[config.mk]
export PLATFORM = sky130hd
export DESIGN_NAME = group_add
export DESIGN_NICKNAME = d
export VERILOG_FILES = /design/src/design/cnn_data_pkg.sv /design/src/design/group_add.sv
export SDC_FILE = /design/constraint.sdc
export NUM_CORES = 1
export LEC_CHECK = 0
export ABC_AREA = 1
export BUFFER_PORTS_ARGS = -buffer_cell sky130_fd_sc_hd__buf_2
export CAP_MARGIN = 10
export CORE_ASPECT_RATIO = 0.9
export CORE_UTILIZATION = 62
export CTS_CLUSTER_SIZE = 25
export DETAILED_ROUTE_END_ITERATION = 10
export GPL_TIMING_DRIVEN = 0
export PLACE_DENSITY_LB_ADDON = 0.05
export SETUP_SLACK_MARGIN = 0.2
export SYNTH_ARGS = -nofsm -noshare
export SYNTH_HDL_FRONTEND = slang
export SYNTH_SLANG_ARGS = --single-unit
[constraint.sdc]
create_clock -name clk -period 4.6 [get_ports clk]
set_input_delay 0 -clock clk [delete_from_list [all_inputs] [get_ports clk]]
set_output_delay 0 -clock clk [all_outputs]
set_load 0.1 [all_outputs]
[src/design/cnn_data_pkg.sv]
/*
 * Layer engine arithmetic
 * Fixed pixel, weight and accumulator widths and their signed types
 */
`default_nettype none

package cnn_data_pkg;

    localparam int IMG_WIDTH = 16;
    localparam int KER_WIDTH = 16;

    // Guard bits cover the lane and window sums
    localparam int ACC_WIDTH = IMG_WIDTH + KER_WIDTH + 4;

    typedef logic signed [IMG_WIDTH-1:0] pixel_t;
    typedef logic signed [KER_WIDTH-1:0] weight_t;
    typedef logic signed [ACC_WIDTH-1:0] acc_t;

endpackage

`default_nettype wire

[src/design/group_add.sv]
/*
 * Group adder tree
 * Pipelined sum of the lane accumulators, one register per level
 */
`timescale 1ns/10ps
`default_nettype none

module group_add #(
    parameter int GROUP_NB = 4
) (
    input  wire logic                               clk,
    input  wire cnn_data_pkg::acc_t [GROUP_NB-1:0]  up_data,
    output cnn_data_pkg::acc_t                      dn_data
);

    // Heap order, node k sums nodes 2k+1 and 2k+2, leaves are the inputs
    cnn_data_pkg::acc_t node [GROUP_NB-1];

    for (genvar k = 0; k < GROUP_NB - 1; k++) begin : g_node
        if (2 * k + 1 >= GROUP_NB - 1) begin : g_leaf
            always_ff @(posedge clk) begin
                node[k] <= up_data[2*k+2-GROUP_NB] + up_data[2*k+3-GROUP_NB];
            end
        end else begin : g_inner
            always_ff @(posedge clk) begin
                node[k] <= node[2*k+1] + node[2*k+2];
            end
        end
    end

    assign dn_data = node[0];

endmodule

`default_nettype wire

==> flow_summary.ini <==
[layout]
reg.largest.list = node: 108 flops
diodes = 0
final_nets = 2105
fillCellCount = 1351
drive_gt1_share_pct = 15.1
fin_area_um2 = 11500
largest_reg_flops = 108
area_delta_synth_final_pct = 15.7
largest-register = node
utilization_pct = 74.0

[power_and_ir_drop]
p_clk_share_pct = 14.3
p_int_w = 0.00268
p_sw_w = 0.00310
p_sw_share_pct = 53.6
peakVddDrop_mv = 0.739
power_frac_seq_pct = 23.2
p_comb_share_pct = 62.5
powerDensity_nw_per_um2 = 503
total_leakage_power_nw = 6.86

[cts]
clock-root-buffer = clkbuf_16
numCtsBuffers = 9
clock-sinks = 108
path_clk_slew_ns = 0.08
cts_tree = built
cts_resized = 0
cts_hold_buf = 8
htreeDepth = 3
cts_setup_buffers = 0
cts.path.max_buffers = 2
clock_latency_ns = 0.36

[detailed_routing]
ant_nets = 0
routed_wl_um = 27000
viasPerCell = 5.18
wl_per_cell_um = 13.1
vias = 10700
remaining_drc_errors = 0
drt-initial-drc-count = 814
dr.pass1.iters = 6

[sta]
worst_slew_pin_slew_ns = 0.488
skew_ns = 0.0110
hold_viol_final = 0
tns_ns = 0
max_freq_mhz = 469
fin_ws_ns = 2.47
report.final.setup_viol = 0
rsz0062_at_grt = no
period_share_pct = 46.4
drv_slew = 0
slew_headroom_pct = 67.7
layout_min_cycle_time_ns = 2.13
hold_slack_ns = 0.0146

[floorplanning]
die_h_um = 122
dieArea_um2 = 16500
die_x_um = 135
io_pins = 181
core.rowCount = 43
core_um2 = 15500
start_util_pct = 63.9

[global_route]
grt_max_degree = 22
busiest_layer = met2
grt_use_met3_pct = 3.58
grt_pass1_wl_um = 43200
grt_overflow_total = 0
antenna_found_initial = 0
met2_usage_pct = 55.2
grt_util_all_layers_pct = 33.2
grt_util_met1_pct = 45.0
grt_pass1_vias = 9307

[setup_path]
slowest_stage = dlygate4sd3_1
crit_type = in2reg
cp_cell_sequence = dlygate4sd3_1 > buf_2 > ha_1 > fa_1 > nand3_1 > nand3_2 > nand2_1 > nand2_1 > nand3_1 > nand2_1 > nand2_1 > nand2_1 > nand2_1 > nand2_1
reg2reg_from = node[0][36]
critPathArrivalTime_ns = 2.35
crit_required_ns = 4.82
path_max_fanout = 4
r2r-end = node[0][22]
cp_top_family = simple AND/OR/NAND/NOR gates
path_buf_inv = 2
r2r_cells = 12
crit_path_start_kind = input port
critPathCaptureType = register
cp.depth = 14
worst-r2r-setup-slack_ns = 2.55
crit_top_cell = nand2_1
slowest_delay_ns = 0.54

[synth]
ys_ff_latch = 108
synth_edf_count = 0
synthesis.area_um2 = 9940
ys_top_cells_by_area = nand2_1, dfxtp_1, ha_1
ys_top_cells_by_count = nand2_1, inv_1, nor2_1, dfxtp_1, ha_1
synth_cell_types = 21
synth_top_area_share_pct = 21.8
avgSynthCellArea_um2 = 6.01
synth_ff_type = dfxtp_1
syn_nets = 1906
yosysSeqAreaShare_pct = 21.8
async_reset_ff_share_pct = 0
synth_most_common_cell = nand2_1
yosysTopAreaCell = nand2_1
syn_inst = 1653
ys_warn_count = 0

[min_path]
holdPathStages = 5
min-delay-start = up_data[143]
min_to = node[0][107]
hp-class = in2reg

[place]
port_buffers = 180
hpwl_um = 22800
dpl_cell_area_um2 = 11100
pre_cts_ws_ns = 2.63
place.gp.congestion = 0.951

[flow_run]
maxCapViolCount = 0

[status]
status = finished clean
## layout by cell type, fill, tap and decap left out
cell type      netlist  routed
a21oi_1            102     102
a31oi_1              3       3
and2_1               3       3
buf_2                0     180
buf_4               36      36
bufinv_16            0       1
clkbuf_16            0       9
clkinv_4             0       1
clkinv_8             0       2
dfxtp_1            108     108
dlygate4sd3_1        0       8
fa_1                 3       3
ha_1               105     105
inv_1              285     285
inv_6                0       1
inv_8                0       2
nand2_1            577     577
nand2_2             29      29
nand3_1             65      65
nand3_2             16      16
nand4_1              9       9
nor2_1             156     156
nor2_2               1       1
nor2_4               2       2
nor3_1              30      30
o21ai_0             54      54
o21bai_1            12      12
xnor2_1              6       6
xor2_1              51      51
## worst reg2reg max path, stage by stage, from the launching register on
cell,delay (ns)
dfxtp_1,0.31
ha_1,0.24
fa_1,0.46
nand3_1,0.11
nand3_2,0.13
nand2_1,0.09
nand2_1,0.09
nand3_1,0.10
nand2_1,0.13
nand2_1,0.11
nand2_1,0.06
nand2_1,0.05
nand2_1,0.06
## area by class of cell
| cell class | instances | area [um2] | share of cell area, % |
|---|---|---|---|
| plain buffers | 36 | 270 | 2.35 |
| clock buffers | 9 | 225 | 1.96 |
| clock inverters | 7 | 103 | 0.892 |
| inverters | 285 | 1070 | 9.30 |
| multi-input cells | 1224 | 6430 | 56.0 |
| flip-flops and latches | 108 | 2160 | 18.8 |
| well taps | 202 | 253 | 2.20 |
| repair buffers | 188 | 981 | 8.53 |
## logic make-up (layout without fill, tap and decap cells)
logic type,Yosys count,count (layout),synth area share (%)
AO/OA/AOI/OAI,171,171,8.95
XOR/XNOR,57,57,5.02
adder cells (fa/ha/maj),108,108,13.8
buffers and inverters,321,525,13.5
flip-flops,108,108,21.8
AND/OR/NAND/NOR,888,888,37.0
## worst max-delay path by stage
stage | from | end | slack [ns]
6_report | up_data[36] | node[0][66] | 2.47
5_1_grt | up_data[36] | node[0][66] | 2.37
4_1_cts | up_data[36] | node[0][66] | 2.54
3_5_place_dp | node[0][36] | node[0][22] | 2.63
3_3_place_gp | node[0][36] | node[0][30] | 2.64
2_1_floorplan | node[0][36] | node[0][30] | 2.90
## power by group through the flow
| stage | clock, W | sequential [W] | combinational, W |
|---|---|---|---|
| after global placement | 0 | 0.00135 | 0.00349 |
| after global routing | 0.000867 | 0.00137 | 0.00390 |
| final | 0.000828 | 0.00134 | 0.00361 |
| after detailed placement | 0 | 0.00136 | 0.00354 |
| after CTS | 0.000833 | 0.00134 | 0.00357 |
| after floorplan | 0 | 0.00132 | 0.00290 |
## layer usage
layer / vias up / share of wire (%)
li1: 5505 / -
met1: 4618 / 47
met2: 487 / 44
met3: 48 / 7.1
met4: 0 / 2.5
met5: - / 0
## through the flow
| step | cells | total power, W |
|---|---|---|
| floorplan | 1653 | 0.00422 |
| global placement | 2035 | 0.00484 |
| detailed placement | 2035 | 0.00490 |
| CTS | 2059 | 0.00575 |
| global route | 2059 | 0.00614 |
| finish | 2059 | 0.00578 |
(Power assumes the default switching activity.)
