<file path="src/design/cnn_data_pkg.sv">
/*
 * Layer engine arithmetic
 * Fixed pixel, weight and accumulator widths and their signed types
 */
`default_nettype none

package cnn_data_pkg;

    localparam int IMG_WIDTH = 16;
    localparam int KER_WIDTH = 16;

    // Guard bits cover the lane and window sums
    localparam int ACC_WIDTH = IMG_WIDTH + KER_WIDTH + 4;

    typedef logic signed [IMG_WIDTH-1:0] pixel_t;
    typedef logic signed [KER_WIDTH-1:0] weight_t;
    typedef logic signed [ACC_WIDTH-1:0] acc_t;

endpackage

`default_nettype wire

</file>
<file path="src/design/group_mac.sv">
/*
 * Group multiply-accumulate
 * GROUP_NB lanes of pixel times weight summed over one window
 */
`timescale 1ns/10ps
`default_nettype none

module group_mac #(
    parameter int GROUP_NB = 4
) (
    input  wire logic                                  clk,
    input  wire logic                                  rst,
    input  wire cnn_data_pkg::pixel_t  [GROUP_NB-1:0]  img,
    input  wire cnn_data_pkg::weight_t [GROUP_NB-1:0]  ker,
    input  wire logic                                  val,
    output cnn_data_pkg::acc_t         [GROUP_NB-1:0]  result
);

    localparam int PROD_WIDTH = cnn_data_pkg::IMG_WIDTH + cnn_data_pkg::KER_WIDTH;

    cnn_data_pkg::pixel_t  [GROUP_NB-1:0] img_q;
    cnn_data_pkg::weight_t [GROUP_NB-1:0] ker_q;
    logic signed [PROD_WIDTH-1:0]         prod [GROUP_NB];
    logic                                 val_q;
    logic                                 prod_val;

    // Operand stage
    always_ff @(posedge clk) begin
        img_q <= img;
        ker_q <= ker;
    end

    always_ff @(posedge clk) begin
        if (rst) begin
            val_q    <= 1'b0;
            prod_val <= 1'b0;
        end else begin
            val_q    <= val;
            prod_val <= val_q;
        end
    end

    always_ff @(posedge clk) begin
        for (int i = 0; i < GROUP_NB; i++) begin
            prod[i] <= img_q[i] * ker_q[i];
            if (rst) begin
                result[i] <= '0;    // New window
            end else if (prod_val) begin
                result[i] <= result[i] + cnn_data_pkg::acc_t'(prod[i]);
            end
        end
    end

endmodule

`default_nettype wire

</file>
<file path="config.mk">
export PLATFORM = sky130hd
export DESIGN_NAME = group_mac
export DESIGN_NICKNAME = d
export VERILOG_FILES = /design/src/design/cnn_data_pkg.sv /design/src/design/group_mac.sv
export SDC_FILE = /design/constraint.sdc
export NUM_CORES = 2
export LEC_CHECK = 0
export BUFFER_PORTS_ARGS = -buffer_cell sky130_fd_sc_hd__buf_2
export CAP_MARGIN = 0
export CORE_MARGIN = 1.5
export CORE_UTILIZATION = 30
export DETAILED_ROUTE_END_ITERATION = 8
export SLEW_MARGIN = 0
export SYNTH_ARGS = -nofsm -noshare
export SYNTH_HDL_FRONTEND = slang
export SYNTH_SLANG_ARGS = --single-unit
</file>
<file path="constraint.sdc">
create_clock -name clk -period 6.5 [get_ports clk]
set_input_delay 0.325 -clock clk [delete_from_list [all_inputs] [get_ports clk]]
set_output_delay 0.325 -clock clk [all_outputs]
set_load 0.01 [all_outputs]
</file>
==> run summary <==
The worst max-slew margin expressed relative to the limit is 0.351. The first routing iteration left 1997 violations. For this run, global-route usage on met3 was measured as 0.0228.

The number of enable flip-flop cells after synthesis is 0. The global routing usage on met1 came out at 0.200. The placeable core area came out at 187000 µm². TritonCTS built the clock tree. The number of nets at the end of the flow came out at 8198.

The stage delay of the slowest cell on the critical path is 0.57 ns. The total area of multi-input combinational cells came out at 43300 µm². Setup violations remaining at the end of the flow were counted as 0. The initial utilization of the core area, before any placement, comes to 0.301.

The setup skew after layout is 0.0336 ns. The data arrival time of the critical path is 6.78 ns. The max-slew violation total from the final report was 0. The worst setup path is captured at a register. 275 I/O pins were placed. The clock tree synthesis step divided the H-tree into 2 levels. Using the TritonRoute via totals, the vias-per-cell ratio works out to 4.64. After global routing, the most crowded layer is met2.

In this run the worst hold path is classified as input pin to register. The count of synthesis-stage warnings from yosys came out at 0. The number of distinct library cell variants in the gate-level netlist after synthesis came out at 76.

The clock net sink count is 402. Setup repair after global routing could not meet its margin everywhere. The clock period could shrink to 6.25 ns. After clock tree synthesis, the setup repair step added 0 buffers. The share of final-layout standard cells stronger than drive strength 1 came out at 0.0993. The HPWL after detailed placement is 126000 µm. The fill cell total of the finished layout is 19100.

The first TritonRoute pass finished after 5 iterations. The global-route usage over all layers came out at 0.161. The area growth from synthesis to final layout came out at 15.0%.

The setup path with the least slack is of type register to register. The TritonCTS buffer count came out at 58. At the worst endpoint, the required time is 7.03 ns. The number of nets handed over by synthesis was 7785.

The async set or reset register ratio after synthesis is 0. The flip-flop and latch area came out at 8180 µm². The clock edge transition at the registers on the reported setup and hold paths came out at 0.06 ns.

For this run, design rule violations remaining after detail routing come to 0. The met2 routing resource usage after global routing is 0.284. The critical path goes through buf_4 -> nand2_1 -> fa_1 -> fa_1 -> fa_1 -> inv_1 -> fa_1 -> fa_1 -> inv_1 -> fa_1 -> inv_1 -> ha_1 -> inv_1 -> nor3_1 -> o2111ai_1 -> a31o_2 -> a221oi_2 -> a41o_1 -> xor2_1. The chip height came out at 437 µm.

The depth of the most critical reg-to-reg path came out at 19. The maximum clock rate came out at 0.160 GHz. The weighted congestion reported at the end of routability-driven placement came out at 0.886. On the critical path, the stage with the largest delay is an instance of sky130_fd_sc_hd__fa_1.

In this run the horizontal extent of the chip is 437 µm. The number of instances in the synthesized netlist is 6134. The synthesized area came out at 56500 µm². Input and output buffers added on the ports amount to 274. The via count of the first global-routing pass came out at 44900. The actual transition at the worst max-transition pin is 0.949 ns. The number of flip-flops and latches in the synthesized netlist came out at 402.

Across all layers, the routed design uses 42200 vias. The number of hold violations in the final report is 0. The worst hold slack across all endpoints came out at 0.265 ns. The number of maximum-capacitance violations is 0. The initial antenna violation count came out at 3. The total wirelength of the detailed-routed design came out at 152000 µm.

The most numerous cell type found on the critical path is sky130_fd_sc_hd__fa_1. The worst setup path is launched from a register. The first global-routing pass estimated 246000 µm of wire. The sequential cell area fraction in the yosys report came out at 0.143.

The worst hold path cell count is 2. Entering global routing, the biggest net connects 58 pins. The floorplan step defined a die boundary enclosing 191000 µm². The mean area per synthesized cell came out at 9.21 µm².

The largest fanout on the critical path came out at 11. The maximum buffer depth of the clock tree is 3. Summed over all layers, the global routing overflow is 0. The number of standard-cell rows in the floorplan is 159. The average detailed-routed wire length per instance is 16.7 µm. The most used flip-flop cell after synthesis is sky130_fd_sc_hd__dfxtp_1. Clock tree synthesis selected as its root buffer the cell sky130_fd_sc_hd__clkbuf_16. The run finished with clean final reports.

The final worst-path cycle share is 0.961. The count of nets left with antenna violations after detail routing came out at 0. For the worst-skew pair, the clock arrives at the later sink with an insertion delay of 0.69 ns.
layout make-up:
| class | count | share of cell area |
|---|---|---|
| timing repair buffer | 547 | 0.0578 |
| sequential | 402 | 0.126 |
| multi-input combinational | 4339 | 0.666 |
| clock inverter | 37 | 0.00704 |
| antenna | 1 | 0.0000385 |
| clock buffer | 72 | 0.0252 |
| inverter | 1199 | 0.0694 |
| tap | 2495 | 0.0481 |
cell usage in the layout (no fill, tap or decap), types with 10 or more instances in the layout:
master                          netlist  final
sky130_fd_sc_hd__buf_2                0    273
sky130_fd_sc_hd__a211o_1             13     13
sky130_fd_sc_hd__o21a_1              35     35
sky130_fd_sc_hd__clkbuf_16            0     60
sky130_fd_sc_hd__dlygate4sd3_1        0    131
sky130_fd_sc_hd__nor3_1              78     77
sky130_fd_sc_hd__nand2b_1            45     45
sky130_fd_sc_hd__dfxtp_1            402    311
sky130_fd_sc_hd__xnor2_1            140    140
sky130_fd_sc_hd__nand3b_1            10     10
sky130_fd_sc_hd__a211oi_1            35     35
sky130_fd_sc_hd__a21oi_1            212    211
sky130_fd_sc_hd__or3_1               29     29
sky130_fd_sc_hd__ha_1               468    468
sky130_fd_sc_hd__xor2_1              71     71
sky130_fd_sc_hd__nor2_1             274    272
sky130_fd_sc_hd__buf_4                0    142
sky130_fd_sc_hd__nand4_1             33     33
sky130_fd_sc_hd__o21bai_1            26     26
sky130_fd_sc_hd__mux2i_1             53     53
sky130_fd_sc_hd__o31ai_1             16     15
sky130_fd_sc_hd__o21ai_0            158    158
sky130_fd_sc_hd__dfxtp_2              0     82
sky130_fd_sc_hd__nor2b_1             35     35
sky130_fd_sc_hd__nand2_1            618    617
sky130_fd_sc_hd__and2_1             513    513
sky130_fd_sc_hd__a21boi_0            20     17
sky130_fd_sc_hd__inv_1             1198   1198
sky130_fd_sc_hd__clkinv_2             0     12
sky130_fd_sc_hd__a21o_1             111    111
sky130_fd_sc_hd__a31oi_1             33     32
sky130_fd_sc_hd__fa_1              1052   1050
sky130_fd_sc_hd__and3_1              27     27
sky130_fd_sc_hd__nand3_1             61     61
sky130_fd_sc_hd__o211ai_1            18     18
cell families (layout without fill, tap and decap cells):
kind of cell,Yosys count,after routing,synth area share
compound gates,784,784,0.0907
xor+xnor,211,211,0.0327
fa+ha+maj,1520,1520,0.477
buf+inv,1393,1855,0.0926
flops,402,402,0.143
mux,55,55,0.00979
other cells,0,1,0
simple gates,1769,1769,0.155
stage by stage:
step	cells	cell area [µm²]	worst slack [ns]	TNS, ns	utilization
2_1_floorplan	6134	56500	0.337	0	-
3_3_place_gp	8851	61300	0.0240	0	0.327
3_5_place_dp	8851	61300	-0.0904	-0.132	0.327
4_1_cts	9091	64800	0.0159	0	0.346
5_1_grt	9091	64900	-0.0432	-0.135	0.346
6_report	9092	64900	0.251	0	0.346
synthesized netlist by cell type, types with 7 or more instances:
library cell | n | area [µm²]
sky130_fd_sc_hd__a211o_1 | 13 | 114
sky130_fd_sc_hd__a211oi_1 | 35 | 263
sky130_fd_sc_hd__a21boi_0 | 20 | 150
sky130_fd_sc_hd__a21o_1 | 111 | 833
sky130_fd_sc_hd__a21oi_1 | 212 | 1060
sky130_fd_sc_hd__a221oi_1 | 7 | 61.3
sky130_fd_sc_hd__a311oi_1 | 7 | 61.3
sky130_fd_sc_hd__a31oi_1 | 33 | 206
sky130_fd_sc_hd__a41oi_1 | 9 | 78.8
sky130_fd_sc_hd__and2_1 | 513 | 3210
sky130_fd_sc_hd__and3_1 | 27 | 169
sky130_fd_sc_hd__buf_1 | 10 | 37.5
sky130_fd_sc_hd__clkbuf_1 | 183 | 687
sky130_fd_sc_hd__dfxtp_1 | 402 | 8050
sky130_fd_sc_hd__fa_1 | 1052 | 21100
sky130_fd_sc_hd__ha_1 | 468 | 5860
sky130_fd_sc_hd__inv_1 | 1198 | 4500
sky130_fd_sc_hd__mux2i_1 | 53 | 531
sky130_fd_sc_hd__nand2_1 | 618 | 2320
sky130_fd_sc_hd__nand2b_1 | 45 | 282
sky130_fd_sc_hd__nand3_1 | 61 | 305
sky130_fd_sc_hd__nand3b_1 | 10 | 75.1
sky130_fd_sc_hd__nand4_1 | 33 | 206
sky130_fd_sc_hd__nor2_1 | 274 | 1030
sky130_fd_sc_hd__nor2b_1 | 35 | 219
sky130_fd_sc_hd__nor3_1 | 78 | 390
sky130_fd_sc_hd__nor3b_1 | 9 | 67.6
sky130_fd_sc_hd__nor4_1 | 7 | 43.8
sky130_fd_sc_hd__nor4b_1 | 9 | 78.8
sky130_fd_sc_hd__o211ai_1 | 18 | 135
sky130_fd_sc_hd__o21a_1 | 35 | 263
sky130_fd_sc_hd__o21ai_0 | 158 | 791
sky130_fd_sc_hd__o21bai_1 | 26 | 195
sky130_fd_sc_hd__o311ai_0 | 9 | 78.8
sky130_fd_sc_hd__o31a_1 | 7 | 61.3
sky130_fd_sc_hd__o31ai_1 | 16 | 120
sky130_fd_sc_hd__or3_1 | 29 | 181
sky130_fd_sc_hd__xnor2_1 | 140 | 1230
sky130_fd_sc_hd__xor2_1 | 71 | 622
routing by layer:
| layer | up-vias | part of all wire |
|---|---|---|
| met5 | - | 0 |
| met1 | 21200 | 0.42 |
| met4 | 0 | 0.038 |
| li1 | 20000 | - |
| met3 | 188 | 0.041 |
| met2 | 828 | 0.50 |
worst paths after layout:
check / from / endpoint / slack [ns]
worst max-delay path: ker_q[17]$_DFF_P_ / prod[1][29]$_DFF_P_ / 0.25
worst min-delay path: img[46] / img_q[46]$_DFF_P_ / 0.26
worst max register to register: ker_q[17]$_DFF_P_ / prod[1][29]$_DFF_P_ / 0.25
worst min register to register: val_q$_SDFF_PP0_ / prod_val$_SDFF_PP0_ / 0.45
critical path, delay by kind of cell (launching register included):
| family | cells | cell delay, ns |
|---|---|---|
| adders and majority gates | 7 | 3.34 |
| xor gates and xnor gates | 1 | 0.35 |
| AOI/OAI and AO/OA | 4 | 1.15 |
| and+or+nand+nor | 2 | 0.36 |
| buffers and inverters | 5 | 0.41 |
| DFF | 1 | 0.48 |
repair_timing:
item	in CTS	in global routing
pin swaps	0	1
endpoints found under the hold margin	140	0
hold buffers	131	0
resized for setup	17	96
endpoints found under the setup margin	4	29
registers in the layout (all words and copies together), names as in the netlist:
signal and flops:
prod_val 1, prod 128, img_q 64, ker_q 64
val_q 1, result 144
Power is left out: the tool's default activity adds up to more than one toggle a clock period on the data nets, which glitch-free logic cannot reach.
