==> config.mk <==
export PLATFORM = sky130hd
export DESIGN_NAME = relu_rescale
export DESIGN_NICKNAME = d
export VERILOG_FILES = /design/src/design/cnn_data_pkg.sv /design/src/design/relu_rescale.sv
export SDC_FILE = /design/constraint.sdc
export NUM_CORES = 1
export LEC_CHECK = 0
export ABC_AREA = 1
export ABC_CLOCK_PERIOD_IN_PS = 6300
export BUFFER_PORTS_ARGS = -buffer_cell sky130_fd_sc_hd__buf_2
export CAP_MARGIN = 25
export CELL_PAD_IN_SITES_DETAIL_PLACEMENT = 2
export CELL_PAD_IN_SITES_GLOBAL_PLACEMENT = 2
export CORE_MARGIN = 3
export CORE_UTILIZATION = 32
export DETAILED_ROUTE_END_ITERATION = 10
export PLACE_DENSITY = 0.88
export REMOVE_ABC_BUFFERS = 1
export SLEW_MARGIN = 10
export SYNTH_ARGS = -nofsm -noshare
export SYNTH_HDL_FRONTEND = slang
export SYNTH_SLANG_ARGS = --single-unit
==> constraint.sdc <==
create_clock -name clk -period 6.3 [get_ports clk]
set_input_delay 1.26 -clock clk [delete_from_list [all_inputs] [get_ports clk]]
set_output_delay 1.26 -clock clk [all_outputs]
set_load 0.05 [all_outputs]
==> src/design/cnn_data_pkg.sv <==
/*
 * Layer engine arithmetic
 * Fixed pixel, weight and accumulator widths and their signed types
 */
`default_nettype none

package cnn_data_pkg;

    localparam int IMG_WIDTH = 16;
    localparam int KER_WIDTH = 16;

    // Guard bits cover the lane and window sums
    localparam int ACC_WIDTH = IMG_WIDTH + KER_WIDTH + 4;

    typedef logic signed [IMG_WIDTH-1:0] pixel_t;
    typedef logic signed [KER_WIDTH-1:0] weight_t;
    typedef logic signed [ACC_WIDTH-1:0] acc_t;

endpackage

`default_nettype wire

==> src/design/relu_rescale.sv <==
/*
 * Activation and rescale
 * Optional ReLU, then arithmetic right shift saturated to pixel width
 */
`timescale 1ns/10ps
`default_nettype none

module relu_rescale (
    input  wire logic                clk,
    input  wire logic                bypass,
    input  wire logic [7:0]          shift,
    input  wire cnn_data_pkg::acc_t  up_data,
    output cnn_data_pkg::pixel_t     dn_data
);

    localparam cnn_data_pkg::acc_t PIX_MAX =
        cnn_data_pkg::acc_t'((1 << (cnn_data_pkg::IMG_WIDTH - 1)) - 1);
    localparam cnn_data_pkg::acc_t PIX_MIN =
        cnn_data_pkg::acc_t'(-(1 << (cnn_data_pkg::IMG_WIDTH - 1)));

    cnn_data_pkg::acc_t relu_q;
    cnn_data_pkg::acc_t shifted;

    always_ff @(posedge clk) begin
        if (!bypass && up_data[cnn_data_pkg::ACC_WIDTH-1]) begin
            relu_q <= '0;
        end else begin
            relu_q <= up_data;
        end
    end

    assign shifted = relu_q >>> shift;  // Sign fill

    always_ff @(posedge clk) begin
        if (shifted > PIX_MAX) begin
            dn_data <= cnn_data_pkg::pixel_t'(PIX_MAX);
        end else if (shifted < PIX_MIN) begin
            dn_data <= cnn_data_pkg::pixel_t'(PIX_MIN);
        end else begin
            dn_data <= cnn_data_pkg::pixel_t'(shifted);
        end
    end

endmodule

`default_nettype wire

==> flow_metrics.py, run 1 <==
metrics = {
    "hold_path": {
        "hold_class": "flip-flop to flip-flop",
    },
    "detailed_routing": {
        "dr.pass1.iters": 4,
        "drtIter0Drc": 236,
        "wl_per_cell_um": 16.7,
        "via_count": 4698,
        "viasPerCell": 5.26,
        "ant_nets": 0,
        "drt-total-wl_mm": 14.9,
        "drc": 0,
    },
    "clock_tree": {
        "cts_max_level": 2,
        "clockRootBuffer": "clkbuf_16",
        "clk_pin_slew_ps": 70,
        "cts_inserted_buffers": 5,
        "clk_latency_ps": 310,
        "cts_tree": "yes",
        "clock_sinks": 52,
        "cts_resized": 0,
        "cts_hold_buf": 0,
        "cts_buffer_depth": 2,
        "cts_setup_buffers": 0,
    },
    "synthesis": {
        "ys_ff_latch": 52,
        "synth.avg_cell_area_um2": 5.74,
        "synth_fa_ha_area_share_pct": 0,
        "synth_edf_count": 0,
        "synth_top_family_by_area": "simple AND/OR/NAND/NOR gates",
        "synth_cells": 702,
        "synthArstFlopShare_pct": 0,
        "synthesis.area_um2": 4030,
        "yosysSeqAreaShare_pct": 25.8,
        "ys_dominant_reg_cell": "dfxtp_1",
        "muxShareOfSynthArea_pct": 0.745,
        "yosys.area_share.simple_pct": 52.0,
        "synth_compound_area_share_pct": 9.84,
        "synth_xor_area_share_pct": 0,
        "yosysUniqueCellTypes": 30,
        "ys_warn_count": 0,
    },
    "worst_setup_path": {
        "crit_buf_inv": 2,
        "reg2reg_slack_ps": 2890,
        "crit_end": "dn_data[3]$_SDFF_PN1_",
        "cp_slowest_cell": "inv_1",
        "cpMostUsedCell": "nand2_1",
        "cp.depth": 14,
        "crit_family": "simple AND/OR/NAND/NOR gates",
        "path_max_fanout": 37,
        "endpoint_kind": "flip-flop",
        "cp-start-kind": "input pin",
        "worstReg2RegEnd": "dn_data[8]$_SDFF_PN1_",
        "crit_required_ps": 6480,
        "critical-path-max-stage-delay_ps": 660,
        "cp.arrival_ps": 4090,
        "timing.reg2reg.worst_path_depth": 17,
        "rr_startpoint": "relu_q[35]$_SDFF_PP0_",
        "cp_cell_sequence": "buf_2 -> inv_1 -> nand2_1 -> nand2_1 -> nand2_1 -> nand2_1 -> nand2_1 -> nand4_1 -> nor2_1 -> nand2_1 -> nor2_1 -> nand3_1 -> nand2_2 -> nand2_1",
        "startpoint": "shift[2]",
        "path_class": "input pin to flip-flop",
    },
    "power": {
        "powerDensity_nw_per_um2": 222,
        "p_leak_uw": 0.00230,
        "vdd.ir_drop.worst_uv": 111,
    },
    "timing": {
        "achievable-frequency_mhz": 256,
        "worst_slew_pin_slew_ps": 1010,
        "relSlewSlack_pct": 32.7,
        "setup_viol_count_final": 0,
        "fin_crit_ps": 3910,
        "fin_skew_ps": 4.19,
        "hold_viol_final": 0,
        "timing.setup.tns_ps": 0,
        "period_share_pct": 62.1,
        "slew_viol_final": 0,
        "rsz0062_at_grt": "false",
    },
    "floorplan": {
        "die_h_um": 118,
        "initial_utilization_pct": 33.2,
        "die_x_um": 118,
        "design.die.area_um2": 14000,
        "io_pins": 62,
        "row_count": 40,
        "core_um2": 12200,
    },
    "cells_and_area": {
        "layout_commonest_cell": "nand2_1",
        "fin_nets": 771,
        "post-route-util_pct": 36.5,
        "drive_above_1_share_pct": 13.8,
        "diodes": 0,
        "final_cell_mix": "245 x nand2_1, 146 x nand3_1, 61 x buf_2",
        "area_growth_pct": 10.1,
    },
    "global_route": {
        "grt_pass1_vias": 5069,
        "gr-usage-all-layers_pct": 21.6,
        "grt_overflow": 0,
        "grt_pass1_wl_mm": 25.1,
        "grt_max_degree": 44,
        "antenna_found_initial": 0,
    },
    "place": {
        "place.gp.congestion": 0.916,
        "dpl.hpwl_mm": 11.4,
        "port_buffers": 61,
    },
    "flow_run": {
        "maxCapViolations": 0,
    },
    "run_status": {
        "status": "complete, no violations",
    },
}
cells by family (layout without fill, tap and decap cells):
| logic type | count (synthesis) | after routing |
|---|---|---|
| AND/OR/NAND/NOR | 473 | 473 |
| buffers and inverters | 99 | 122 |
| AO/OA/AOI/OAI | 75 | 75 |
| flip-flops | 52 | 52 |
| multiplexers | 3 | 3 |
layout make-up:
type,instances,area (um^2)
Fill cell,1594,7720
Multi-Input combinational cell,551,2520
Sequential cell,52,1040
Timing Repair Buffer,64,328
Tap cell,168,210
Inverter,51,194
Clock buffer,5,125
Clock inverter,2,16.3
worst min path at each step:
stage	start	end	slack, ps	cells after the start
global route	relu_q[35]$_SDFF_PP0_	dn_data[15]$_SDFF_PN0_	700	0
floorplan	relu_q[35]$_SDFF_PP0_	dn_data[15]$_SDFF_PN0_	490	0
detailed placement	relu_q[35]$_SDFF_PP0_	dn_data[15]$_SDFF_PN0_	640	0
finish	relu_q[35]$_SDFF_PP0_	dn_data[15]$_SDFF_PN0_	660	0
global placement	relu_q[35]$_SDFF_PP0_	dn_data[15]$_SDFF_PN0_	620	0
CTS	relu_q[35]$_SDFF_PP0_	dn_data[15]$_SDFF_PN0_	650	0
cell usage after synthesis, types with 5 or more instances:
cell type | instances | area (um^2)
nand2_1 | 245 | 920
nand3_1 | 146 | 731
nor2_1 | 55 | 206
dfxtp_1 | 52 | 1040
inv_1 | 45 | 169
o21ai_0 | 42 | 210
a21oi_1 | 24 | 120
clkbuf_1 | 17 | 63.8
nand3_2 | 17 | 170
buf_2 | 16 | 80.1
buf_6 | 7 | 78.8
buf_4 | 5 | 37.5
per-stage QoR:
step	std cells	hold WS [ps]	cell area [um^2]	setup slack [ps]	total power, uW
after detailed placement	885	635	4290	2120	709
after global routing	893	704	4440	2090	1050
after CTS	892	648	4430	2450	994
after global placement	885	623	4290	2450	690
final	893	660	4440	2390	984
after floorplan	654	489	3760	2930	598
worst register-to-register path: stages, from the launching register on:
cell and delay, ps:
dfxtp_1 700, nand2_2 530, buf_4 390, nand3_1 160, nand3_1 130, nand3_2 130
nand3_1 110, nand2_1 200, nand2_1 120, nand2_1 110, nand2_1 60, nor2_1 130
nand2_1 80, nor2_2 100, nand3_2 100, nand2_4 160, nand2_1 90, nand2_1 80
per-layer routing:
metal	up-vias	wire length (um)	part of all wire, %	global-route usage, %
li1	2316	-	-	-
met1	2297	6530	44	26.0
met2	64	7670	51	39.5
met3	21	443	3.0	3.44
met4	0	255	1.7	5.79
met5	-	0	0	0
state kept, by name (all words and copies together) (netlist names):
| register | count |
|---|---|
| dn_data | 16 |
| relu_q | 36 |
power breakdown:
group | leakage [uW] | total, uW | switching, uW | internal (uW)
registers | 0.000437 | 368 | 9.45 | 358
clock network | 0.0000663 | 281 | 134 | 147
logic | 0.00180 | 336 | 244 | 91.7
Power figures use the tool's default switching activity.
==> run 2: changes to the inputs <==
- ABC_AREA: 1 -> 0
- ABC_CLOCK_PERIOD_IN_PS: 6300 -> 3400
- CORE_UTILIZATION: 32 -> 31
- PLACE_DENSITY: 0.88 -> 0.78
- clock period: 6.3 -> 3.4 ns (I/O delays scaled with it)
==> run 2 against run 1 <==
Register-to-register slack worse by 2400 ps. Power rose by 110%. Combinational power is 130% higher.
==> flow_metrics.py, run 2 <==
metrics = {
    "synthesis": {
        "yosysMostFrequentCell": "dfxtp_1",
        "ys_warn_count": 0,
        "yosysUniqueCellTypes": 78,
        "synthArstFlopShare_pct": 0,
        "synth.largest_area_cell": "dfxtp_1",
        "ys_dominant_reg_cell": "dfxtp_1",
        "synth.avg_cell_area_um2": 8.25,
        "synth_top_cell_area_share_pct": 24.2,
        "yosysSeqAreaShare_pct": 24.2,
        "synth_edf_count": 0,
        "synthTopCellsByArea": "dfxtp_1 24%, mux2i_1 9.3%, and2_1 5.5%",
        "synthesis.area_um2": 4310,
        "synth_common_cells": "52 x dfxtp_1, 40 x mux2i_1, 38 x and2_1, 36 x nor2_1, 34 x nand2_1",
        "synth_cells": 522,
        "ys_ff_latch": 52,
    },
    "clock_tree": {
        "cts_buffer_depth": 2,
        "cts_hold_buf": 0,
        "cts_inserted_buffers": 5,
        "cts_max_level": 2,
        "clockRootBuffer": "clkbuf_16",
        "clk_latency_ps": 310,
        "cts_tree": "yes",
        "clk_pin_slew_ps": 70,
        "clock_sinks": 52,
    },
    "hold_path": {
        "worstHoldStart": "up_data[30]",
        "hold_class": "input pin to flip-flop",
        "holdPathStages": 2,
    },
    "detailed_routing": {
        "drc": 0,
        "wl_per_cell_um": 24.1,
        "drt-total-wl_mm": 19.6,
        "viasPerCell": 5.92,
        "wl_met1_mm": 8.47,
        "drtIter0Drc": 267,
        "via_count": 4814,
        "dr.pass1.iters": 4,
        "dr.max_layer_used": "met4",
        "ant_nets": 0,
        "dr_wl_met3_um": 836,
        "route.met2.wl_mm": 9.71,
    },
    "cells_and_area": {
        "largest_reg_flops": 36,
        "multi_input_area_um2": 2980,
        "diodes": 0,
        "final_cell_mix": "92 x buf_4, 61 x buf_2, 52 x dfxtp_1",
        "fin_nets": 682,
        "regArea_um2": 1040,
        "fillers": 1548,
        "layout_commonest_cell": "buf_4",
        "stdcell_area_um2": 5510,
        "area_growth_pct": 27.9,
        "post-route-util_pct": 41.1,
        "regMostFlops": "relu_q",
        "biggestRegsByFlops": "relu_q: 36 flops, dn_data: 16 flops",
        "drive_above_1_share_pct": 33.0,
    },
    "worst_setup_path": {
        "cp-start-kind": "input pin",
        "endpoint_kind": "flip-flop",
        "path_class": "input pin to flip-flop",
        "critical-path-max-stage-delay_ps": 440,
        "reg2reg_slack_ps": 530,
        "cp_slowest_cell": "a2111oi_2",
        "cp.arrival_ps": 3420,
        "crit_required_ps": 3590,
        "cp_cell_sequence": "buf_2 -> buf_4 -> mux2_2 -> o22a_1 -> and2_1 -> or3_1 -> a2111oi_2 -> a31oi_1 -> o211ai_2 -> buf_12 -> o31ai_2",
        "startpoint": "shift[0]",
        "rr_startpoint": "relu_q[35]$_SDFF_PP0_",
        "path_max_fanout": 11,
        "timing.reg2reg.worst_path_depth": 11,
    },
    "timing": {
        "hold_viol_final": 0,
        "slew_viol_final": 0,
        "fin_crit_ps": 3230,
        "relSlewSlack_pct": 38.5,
        "achievable-frequency_mhz": 309,
        "rsz0062_at_grt": "false",
        "period_share_pct": 95.1,
        "setup_viol_count_final": 0,
        "setup_slack_ps": 166,
        "fin_skew_ps": 5.05,
        "worst_slew_pin_slew_ps": 923,
        "holdWs_ps": 561,
    },
    "place": {
        "placed_cell_area_um2": 5310,
        "dpl.hpwl_mm": 15.5,
        "post-place-ws_ps": -375,
        "port_buffers": 61,
        "place.gp.congestion": 0.917,
    },
    "global_route": {
        "grt_max_degree": 36,
        "grt_overflow": 0,
        "grt_pass1_vias": 5180,
        "grt_pass1_wl_mm": 30.4,
        "antenna_found_initial": 0,
        "gr-usage-all-layers_pct": 26.4,
    },
    "floorplan": {
        "die_h_um": 124,
        "design.die.area_um2": 15300,
        "core_um2": 13400,
        "initial_utilization_pct": 32.1,
        "row_count": 42,
        "die_x_um": 124,
        "io_pins": 62,
    },
    "power": {
        "p_leak_uw": 0.00234,
        "powerDensity_nw_per_um2": 377,
        "vdd.ir_drop.worst_uv": 191,
    },
    "flow_run": {
        "maxCapViolations": 0,
    },
    "run_status": {
        "status": "complete, no violations",
    },
}
[run 2: what timing repair did]
item | 4_1_cts | 5_1_grt
setup endpoints to repair | 13 | 8
cloned | 0 | 0
resized for setup | 1 | 1
setup buffers | 0 | 0
[run 2: per-stage QoR]
step,cells,TNS [ps],total power (uW)
after floorplan,472,0,1080
after global placement,804,-1960,1420
after detailed placement,804,-5210,1440
after CTS,812,0,2080
after global routing,813,0,2160
final,813,0,2080
[run 2: logic make-up (layout without fill, tap and decap cells)]
logic type             Yosys count  in the layout  synth area share [%]
multiplexers                    61             61                  16.6
buffers and inverters           55            170                  6.80
AO/OA/AOI/OAI                  172            172                  29.5
flip-flops                      52             52                  24.2
AND/OR/NAND/NOR                182            182                  22.9
[run 2: final timing paths]
check                           end
max          dn_data[11]$_SDFF_PN1_
min           relu_q[30]$_SDFF_PP0_
max reg2reg  dn_data[11]$_SDFF_PN1_
min reg2reg  dn_data[15]$_SDFF_PN0_
[run 2: worst max-delay path: cells and delay by family]
kind	cells	cell delay [ps]
muxes	1	360
and+or+nand+nor	2	510
AOI/OAI and AO/OA	5	1310
buffers and inverters	3	560
[run 2: power by group]
| group | switching, uW | total [uW] | internal [uW] | leakage [uW] |
|---|---|---|---|---|
| sequential | 34.0 | 692 | 658 | 0.000437 |
| clock | 256 | 626 | 370 | 0.0000871 |
| combinational | 456 | 759 | 303 | 0.00181 |
[run 2: area by class of cell]
cell class                      count  area share [%]
Clock inverter                      2           0.704
Inverter                            5           0.341
Multi-Input combinational cell    415            54.1
Sequential cell                    52            18.9
Clock buffer                        6            2.52
Tap cell                          176            4.00
Timing Repair Buffer              157            19.4
[run 2: per-layer routing]
metal  track usage, %  vias to the layer above
met5                0                        -
met4             10.7                        0
met3             4.04                       35
met2             45.3                      147
met1             32.9                     2418
li1                 -                     2214
==> run 3: changes to the inputs <==
- GPL_TIMING_DRIVEN: unset -> 0
==> run 3 against run 2 <==
Power is 3.6% lower. Utilization is 2.9 points lower. Largest cell class unchanged. Sequential cell count stayed put. Cell count fell by 9.7%. Critical path depth stayed put. Die area unchanged. Register-to-register slack worse by 390 ps. Sequential share of layout area is 1.5 points higher. Global-route usage shrank 3.4 points.
==> flow_metrics.py, run 3 (synthesized netlist as in run 2, its figures left out) <==
metrics = {
    "hold_path": {
        "hold_class": "input pin to flip-flop",
        "holdPathStages": 2,
    },
    "timing": {
        "slew_viol_final": 0,
        "worst_slew_pin_slew_ps": 839,
        "relSlewSlack_pct": 44.0,
        "fin_skew_ps": 10.8,
        "achievable-frequency_mhz": 299,
        "hold_viol_final": 0,
        "period_share_pct": 98.3,
        "timing.setup.tns_ps": 0,
        "setup_viol_count_final": 0,
        "fin_crit_ps": 3340,
    },
    "power": {
        "powerDensity_nw_per_um2": 391,
        "vdd.ir_drop.worst_uv": 255,
        "p_leak_uw": 0.00201,
    },
    "cells_and_area": {
        "fillers": 1518,
        "layout_commonest_cell": "buf_2",
        "regMostFlops": "relu_q",
        "diodes": 0,
        "biggestRegsByFlops": "relu_q: 36 flops, dn_data: 16 flops",
        "fin_nets": 603,
        "regArea_um2": 1040,
        "stdcell_count": 734,
        "drive_above_1_share_pct": 26.2,
        "largest_reg_flops": 36,
        "area_growth_pct": 18.9,
        "multi_input_area_um2": 3080,
        "final_cell_mix": "56 x buf_2, 51 x dfxtp_1, 40 x mux2i_1",
        "post-route-util_pct": 38.2,
    },
    "global_route": {
        "grt_max_degree": 50,
        "grt_pass1_wl_mm": 27.0,
        "gr-usage-all-layers_pct": 23.0,
        "antenna_found_initial": 0,
        "grt_pass1_vias": 4534,
        "grt_overflow": 0,
    },
    "worst_setup_path": {
        "endpoint_kind": "flip-flop",
        "cp.arrival_ps": 3520,
        "cp-start-kind": "input pin",
        "timing.reg2reg.worst_path_depth": 9,
        "path_class": "input pin to flip-flop",
        "path_max_fanout": 18,
        "crit_required_ps": 3580,
    },
    "detailed_routing": {
        "dr.pass1.iters": 5,
        "drc": 0,
        "viasPerCell": 6.04,
        "via_count": 4434,
        "wl_per_cell_um": 24.0,
        "drt-total-wl_mm": 17.6,
        "ant_nets": 0,
        "drtIter0Drc": 420,
    },
    "floorplan": {
        "io_pins": 62,
        "die_h_um": 124,
        "design.die.area_um2": 15300,
        "die_x_um": 124,
        "core_um2": 13400,
        "initial_utilization_pct": 32.1,
        "row_count": 42,
    },
    "clock_tree": {
        "cts_hold_buf": 0,
        "cts_inserted_buffers": 5,
        "clockRootBuffer": "clkbuf_16",
        "clock_sinks": 52,
        "cts_buffer_depth": 2,
        "cts_max_level": 2,
        "clk_pin_slew_ps": 70,
        "clk_latency_ps": 320,
        "cts_tree": "yes",
    },
    "place": {
        "place.gp.congestion": 0.931,
        "dpl.hpwl_mm": 12.5,
        "dp.cells": 712,
        "port_buffers": 61,
    },
    "flow_run": {
        "maxCapViolations": 0,
    },
    "run_status": {
        "status": "complete, no violations",
    },
}
## run 3: cell types whose count changed in the layout (fill, tap and decap cells not counted), sizes merged
| cell | before | now |
|---|---|---|
| clkbuf | 6 | 8 |
| clkinvlp | 0 | 2 |
| bufbuf | 0 | 1 |
| inv | 4 | 2 |
| buf | 157 | 75 |
## run 3: area by class of cell
cell class                 instances  area share (%)
multi-input combinational        415            60.1
sequential                        52            20.4
timing repair buffer              78            11.2
tap                              176            4.30
clock buffer                       6            2.71
clock inverter                     2           0.758
inverter                           5           0.513
## run 3: through the flow
stage / cell area, um^2 / setup WS [ps] / hold slack (ps) / power [uW]
floorplan: 4030 / 161 / 649 / 1080
global placement: 4560 / -1540 / 879 / 1300
detailed placement: 4620 / -1230 / 853 / 1320
CTS: 4980 / 2.13 / 555 / 1980
global route: 5120 / -1.69 / 558 / 2090
finish: 5120 / 58.5 / 560 / 2000
## run 3: repair_timing
| action | in CTS | in global routing |
|---|---|---|
| resized for setup | 23 | 13 |
| hold endpoints to repair | 0 | 0 |
| setup buffers | 6 | 5 |
| pin swaps | 1 | 2 |
| endpoints found under the setup margin | 15 | 15 |
| cloned | 1 | 1 |
## run 3: critical path: stages
cell and delay, ps:
buf_12 140, buf_12 160, mux4_2 550, nor2_2 130
nor3_1 110, a311oi_4 310, or3b_1 380, or4_4 570
o211ai_4 230, buf_12 150, o31ai_1 80
## run 3: path summary, 6_finish.rpt
| kind | start | endpoint | slack [ps] |
|---|---|---|---|
| worst min-delay path | up_data[2] | relu_q[2]$_SDFF_PP0_ | 560 |
| worst min register to register | relu_q[35]$_SDFF_PP0_ | dn_data[15]$_SDFF_PN0_ | 650 |
| worst max-delay path | shift[0] | dn_data[12]$_SDFF_PN1_ | 60 |
| worst max register to register | relu_q[35]$_SDFF_PP0_ | dn_data[12]$_SDFF_PN1_ | 140 |
## run 3: per-layer routing
layer	GRT usage, %	up-vias	routed length, um
met2	38.9	134	8580
met4	5.47	0	284
met5	0	-	0
met1	30.4	2237	7840
met3	3.95	18	882
li1	-	2045	-
## run 3: where the power goes
part	internal [uW]	switching, uW	total [uW]
Clock	370	263	633
Sequential	658	33.0	691
Combinational	246	431	677
Total	1270	727	2000
